`src/hw/ex_pkg.sv`:
```
package ex_pkg;

    localparam int xlen         = 32;
    localparam int rob_tag_bits = 5;

    // ALU operations, RV32I plus the M-extension multiplies
    typedef enum logic [3:0] {
        alu_add    = 4'd0,
        alu_sub    = 4'd1,
        alu_slt    = 4'd2,
        alu_sltu   = 4'd3,
        alu_and    = 4'd4,
        alu_or     = 4'd5,
        alu_xor    = 4'd6,
        alu_sll    = 4'd7,
        alu_srl    = 4'd8,
        alu_sra    = 4'd9,
        alu_mul    = 4'd10,
        alu_mulh   = 4'd11,
        alu_mulhsu = 4'd12,
        alu_mulhu  = 4'd13
    } alu_func_e;

    typedef enum logic [1:0] {
        opa_is_rs1  = 2'd0,
        opa_is_npc  = 2'd1,
        opa_is_pc   = 2'd2,
        opa_is_zero = 2'd3
    } opa_select_e;

    typedef enum logic [2:0] {
        opb_is_rs2   = 3'd0,
        opb_is_i_imm = 3'd1,
        opb_is_s_imm = 3'd2,
        opb_is_b_imm = 3'd3,
        opb_is_u_imm = 3'd4,
        opb_is_j_imm = 3'd5
    } opb_select_e;

    // Decoded instruction as it leaves ID
    typedef struct packed {
        logic [31:0]     inst;
        logic [xlen-1:0] pc;
        logic [xlen-1:0] npc;          // pc + 4
        opa_select_e     opa_select;
        opb_select_e     opb_select;
        alu_func_e       alu_func;
        logic            rd_mem;       // Load
        logic            wr_mem;       // Store
        logic            cond_branch;
        logic            uncond_branch; // jal, jalr
    } id_ex_packet_t;

    // Entry issued by the reservation station, operands already resolved
    typedef struct packed {
        logic                    ready;
        id_ex_packet_t           instr;
        logic [xlen-1:0]         rs1_value;
        logic [xlen-1:0]         rs2_value;
        logic [rob_tag_bits-1:0] rd_tag;
    } instr_ready_entry_t;

    // Result broadcast on the CDB
    typedef struct packed {
        logic                    valid;
        logic [xlen-1:0]         value;
        logic [rob_tag_bits-1:0] rob_tag;
        logic [xlen-1:0]         npc;
        logic [31:0]             inst;
    } ex_wr_packet_t;

    // Request into the load buffer
    typedef struct packed {
        logic                    valid;
        logic [xlen-1:0]         address;
        logic [rob_tag_bits-1:0] rd_tag;
        logic [2:0]              mem_size;  // funct3 of the load
        logic [xlen-1:0]         npc;
        logic [31:0]             inst;
    } lb_packet_t;

    typedef struct packed {
        logic            take_branch;
        logic [xlen-1:0] target_pc;
    } branch_result_t;

    // Immediate extraction, all sign extended from bit 31
    function automatic logic [xlen-1:0] i_imm(input logic [31:0] inst);
        return {{20{inst[31]}}, inst[31:20]};
    endfunction

    function automatic logic [xlen-1:0] s_imm(input logic [31:0] inst);
        return {{20{inst[31]}}, inst[31:25], inst[11:7]};
    endfunction

    // Branch offset, bit 0 always zero
    function automatic logic [xlen-1:0] b_imm(input logic [31:0] inst);
        return {{19{inst[31]}}, inst[31], inst[7], inst[30:25], inst[11:8], 1'b0};
    endfunction

    function automatic logic [xlen-1:0] u_imm(input logic [31:0] inst);
        return {inst[31:12], 12'b0};
    endfunction

    // Jump offset, 21 bits before extension
    function automatic logic [xlen-1:0] j_imm(input logic [31:0] inst);
        return {{11{inst[31]}}, inst[31], inst[19:12], inst[20], inst[30:21], 1'b0};
    endfunction

    function automatic logic [2:0] funct3(input logic [31:0] inst);
        return inst[14:12];
    endfunction

endpackage

```
`src/hw/ex_stage_regs.sv`:
```
module ex_stage_regs (
    input  logic                   clock,
    input  logic                   arst_n,
    input  logic                   squash,
    input  ex_pkg::ex_wr_packet_t  alu_cdb_in,
    input  ex_pkg::ex_wr_packet_t  store_cdb_in,
    input  ex_pkg::lb_packet_t     lb_in,
    input  ex_pkg::branch_result_t branch_in,
    output ex_pkg::ex_wr_packet_t  alu_cdb,
    output ex_pkg::ex_wr_packet_t  store_cdb,
    output ex_pkg::lb_packet_t     lb_request,
    output ex_pkg::branch_result_t branch
);
    import ex_pkg::*;

    logic           alu_valid_q;
    logic           store_valid_q;
    logic           lb_valid_q;
    branch_result_t branch_q;
    ex_wr_packet_t  alu_data_q;
    ex_wr_packet_t  store_data_q;
    lb_packet_t     lb_data_q;

    // Control state, cleared on reset and on a ROB squash
    always_ff @(posedge clock or negedge arst_n) begin
        if (!arst_n) begin
            alu_valid_q   <= 1'b0;
            store_valid_q <= 1'b0;
            lb_valid_q    <= 1'b0;
            branch_q      <= '0;
        end else if (squash) begin
            alu_valid_q   <= 1'b0;   // Drops entries issued this cycle
            store_valid_q <= 1'b0;
            lb_valid_q    <= 1'b0;
            branch_q      <= '0;
        end else begin
            alu_valid_q   <= alu_cdb_in.valid;
            store_valid_q <= store_cdb_in.valid;
            lb_valid_q    <= lb_in.valid;
            branch_q      <= branch_in;
        end
    end

    // Payload
    always_ff @(posedge clock) begin
        alu_data_q   <= alu_cdb_in;
        store_data_q <= store_cdb_in;
        lb_data_q    <= lb_in;
    end

    always_comb begin
        alu_cdb         = alu_data_q;
        alu_cdb.valid   = alu_valid_q;
        store_cdb       = store_data_q;
        store_cdb.valid = store_valid_q;
        lb_request       = lb_data_q;
        lb_request.valid = lb_valid_q;
        branch           = branch_q;
    end

endmodule

```
`config.mk`:
```
export PLATFORM = sky130hd
export DESIGN_NAME = ex_stage_regs
export DESIGN_NICKNAME = d
export VERILOG_FILES = /design/src/hw/ex_pkg.sv /design/src/hw/ex_stage_regs.sv
export SDC_FILE = /design/constraint.sdc
export NUM_CORES = 1
export LEC_CHECK = 0
export BUFFER_PORTS_ARGS = -buffer_cell sky130_fd_sc_hd__buf_2
export CORE_AREA = 3 3 263 265
export DETAILED_ROUTE_END_ITERATION = 8
export DIE_AREA = 0 0 266 268
export GPL_TIMING_DRIVEN = 0
export RECOVER_POWER = 50
export SKIP_LAST_GASP = 1
export SLEW_MARGIN = 25
export SYNTH_ARGS = -nofsm -noshare
export SYNTH_HDL_FRONTEND = slang
export SYNTH_SLANG_ARGS = --single-unit
export TNS_END_PERCENT = 30
```
`constraint.sdc`:
```
create_clock -name clock -period 1.05 [get_ports clock]
set_input_delay 0.21 -clock clock [delete_from_list [all_inputs] [get_ports clock]]
set_output_delay 0.21 -clock clock [all_outputs]
set_load 0.1 [all_outputs]
```
# ---- Word-level counts from Yosys, hierarchy flattened
# Cells that the tools add are included.
dict set report op_classes {
  n_addsub 0
  n_mul 0
  n_div 0
  order_cmp 0
  n_eq_ne 0
  shifts 0
  n_mux 4
  bitwise 0
  n_reduce_logical 0
}
# operator n
set ops {}
lappend ops {{33-bit two-way mux} 1}
lappend ops {{1-bit two-way mux} 3}
dict set report totals {
  ff_bits 342
  latchBits 0
  ramBits 0
  rom_bits 0
  input_bits 345
  out_inout_bits 342
  elab_cells 22
  n_memories 0
}

# ---- Longest topological paths before layout
dict set report depth {
  depth_word 1
  mapped_depth 2
}

# ---- Worst setup path after synthesis
# Ideal clock, no wire load.
dict set report synth_timing {
  kind {register to output}
  startpoint {reg alu_data_q (netlist bit alu_cdb[0])}
  endpoint {out alu_cdb[0] (netlist name)}
  t_arrival_ns 0.909
  t_required_ns 0.840
  path_slack_ns -0.069
  path_stages_with_launch 1
  n_path_buf 0
  cell_sequence {dfxtp_1}
}
# item line_no
set synth_rtl {}
lappend synth_rtl {{start: declaration} ex_stage_regs.sv:20} ;# ex_wr_packet_t alu_data_q;
lappend synth_rtl {{start signal: assignment} ex_stage_regs.sv:46} ;# alu_data_q <= alu_cdb_in;
lappend synth_rtl {{end: declaration} ex_stage_regs.sv:9} ;# output ex_pkg::ex_wr_packet_t alu_cdb,
# No word-level cell between the ends.

# ---- Worst setup path after layout
dict set report layout_timing {
  startpoint {reg branch_q (netlist bit branch[3])}
  endpoint {out branch[3] (netlist name)}
}
# item line_no
set layout_rtl {}
lappend layout_rtl {{start: declaration} ex_stage_regs.sv:19} ;# branch_result_t branch_q;
lappend layout_rtl {{start signal: assignment} ex_stage_regs.sv:40} ;# branch_q <= branch_in;
lappend layout_rtl {{end: declaration} ex_stage_regs.sv:12} ;# output ex_pkg::branch_result_t branch
# No word-level cell between the ends.

==> metrics.cfg <==
[outcome]
status = finished with violations
violations = negative setup slack

[worst_setup_path]
critical_path.cell_chain = buf_12
endpoint_kind = output pin
critPathSlowestCell = dfrtp_1
critPathLaunchType = flop
cp-startpoint = branch[3]
arrival_ps = 1130
crit_family = flip-flops
path_max_fanout = 1
max_stage_delay_ps = 410
crit_buf_inv = 1
crit_cells = 1
crit_type = flop to output pin
cp.required_ps = 840

[cts]
clock_path_buffers = 3
path_clk_slew_ps = 60
cts_num_sinks = 342
cts_root_buf = clkbuf_16
htreeDepth = 2
cts_tree = done
post-cts-setup-buffers = 0
numCtsBuffers = 38

[power_and_ir_drop]
power.internal_w = 0.0249
p_seq_share_pct = 38.7
powerDensity_nw_per_um2 = 1790
clkPwrFrac_pct = 35.8
irDropWorstVdd_uv = 1360
finalPower_w = 0.0369
p_leak_nw = 9.23
p_switching_w = 0.0120
pwr-share-comb_pct = 25.4
swShare_pct = 32.6

[min_path]
min_from = squash
whs_path_depth = 2
hold_class = primary input to flop

[route]
postRouteAntennaNets = 0
viasPerCell = 3.07
wl_per_cell_um = 17.2
drt_iter0_markers = 175
vias = 7234
dr.pass1.iters = 4
drc = 0
wl_mm = 40.4

[timing]
post-route-period-util_pct = 127
worst_slew_pin_slew_ps = 828
setup-violations-final = 342
whs_ps = 114
tns_ps = -80260
max_slew_margin_pct = 44.8
setup_ws_ps = -287
drv_slew = 0
period_needed_ps = 1340
finalHoldViolCount = 0
rsz0062_at_grt = yes
fmax_mhz = 748

[synth]
synthesis.nets = 729
yosysWarnings = 0
synthDistinctLibCells = 6
synth.top_cell.area_share_pct = 83.6
synth_seq_cells = 342
syn_area_sq_um = 7320
avgSynthCellArea_sq_um = 19.1
synthCells = 384
ys_top_cells_by_area = dfxtp_1 (84%), dfrtp_1 (12%), nor2b_1 (2.6%), and2b_2 (0.72%), buf_6 (0.46%)
ys_seq_area_share_pct = 96.0
synth_area_leader_cell = dfxtp_1

[floorplan]
fp-row-count = 95
die_height_um = 268
start_util_pct = 10.9
ios = 687
core_sq_um = 67000
die_area_sq_um = 71300
die_w_um = 266

[global_route]
grt_pass1_wl_mm = 53.0
grt_antenna_before_repair = 8
grt_max_degree = 37
track_usage_pct = 10.2
overflow = 0
first_global_vias = 8313

[placement]
portBuffers = 686
gp_congestion = 0.770
dp_hpwl_mm = 25.3

[cells_and_area]
syn_to_final_growth_pct = 182
drive_gt1_share_pct = 66.2
multi_input_area_sq_um = 240
nFillCells = 6421
regArea_sq_um = 7370
fin_nets = 1795

[job]
drv_cap = 0

-- final cells by class --
| cell class | instances | share of cell area, % |
|---|---|---|
| plain buffers | 3 | 0.164 |
| diodes | 4 | 0.0485 |
| clock inverters | 13 | 0.716 |
| flip-flops and latches | 342 | 35.7 |
| multi-input cells | 36 | 1.16 |
| repair buffers | 1029 | 51.6 |
| clock buffers | 54 | 5.29 |
| well taps | 873 | 5.30 |
-- metal layers --
| metal | part of all wire (%) | global-route usage [%] | vias to the layer above | routed length [um] |
|---|---|---|---|---|
| met4 | 4.1 | 5.31 | 2 | 1670 |
| met5 | 0.035 | 0 | - | 14 |
| met3 | 10 | 4.07 | 84 | 4110 |
| met1 | 32 | 9.45 | 3343 | 13100 |
| met2 | 53 | 19.3 | 485 | 21500 |
| li1 | - | - | 3320 | - |
-- synth_stat cells, drive strengths merged --
cell type and number:
buf 6, dfxtp 306, and2b 6, nor2b 30, dfrtp 36
-- registers in the layout, indices dropped and copies added (netlist names) --
signal / cells
store_valid_q: 1
branch: 33
lb_valid_q: 1
alu_valid_q: 1
alu_cdb: 101
lb_request: 104
store_cdb: 101
-- stage by stage --
stage	setup WS (ps)	area (sq um)	utilization [%]	cells
after CTS	-339	19400	29.0	2350
after detailed placement	-76.4	12000	17.9	1943
after global routing	-354	20600	30.8	2354
final	-287	20600	30.8	2354
after global placement	-64.8	12000	17.9	1943
after floorplan	-69.0	7450	-	384
-- power groups by stage --
| stage | Clock (W) | Combinational, W | Sequential, W |
|---|---|---|---|
| 2_1_floorplan | 0 | 0.000127 | 0.0193 |
| 3_3_place_gp | 0 | 0.00671 | 0.0142 |
| 3_5_place_dp | 0 | 0.00672 | 0.0142 |
| 4_1_cts | 0.0137 | 0.00886 | 0.0142 |
| 5_1_grt | 0.0142 | 0.00961 | 0.0144 |
| 6_report | 0.0132 | 0.00940 | 0.0143 |
-- cells in the final DEF, fill, tap and decap left out, types with 4 or more instances in the layout --
| cell type | Yosys | final |
|---|---|---|
| nor2b_1 | 30 | 30 |
| buf_2 | 0 | 337 |
| clkbuf_1 | 0 | 15 |
| and2b_2 | 6 | 6 |
| clkbuf_16 | 0 | 38 |
| dfxtp_4 | 0 | 20 |
| clkinv_2 | 0 | 4 |
| dlygate4sd3_1 | 0 | 343 |
| diode_2 | 0 | 4 |
| buf_12 | 0 | 184 |
| dfxtp_2 | 0 | 211 |
| dfxtp_1 | 306 | 75 |
| clkbuf_8 | 0 | 8 |
| buf_8 | 0 | 12 |
| buf_6 | 3 | 146 |
| dfrtp_1 | 36 | 36 |
-- repair_timing --
item                                    CTS  global route
hold endpoints to repair                378             0
pin swaps                                 0             0
hold buffers                            343             0
gates resized for setup                 882           329
endpoints found under the setup margin  342           342
-- logic make-up after synthesis --
family	share of synthesized area (%)
buffers and inverters	0.769
and+or+nand+nor	3.28
DFF	96.0
-- final timing paths --
| path | end | slack [ps] |
|---|---|---|
| min | branch[32] | 110 |
| max in group asynchronous | branch[24] | 210 |
| min in group asynchronous | branch[10] | 320 |
| max | branch[3] | -290 |
Power figures use the tool's default switching activity.
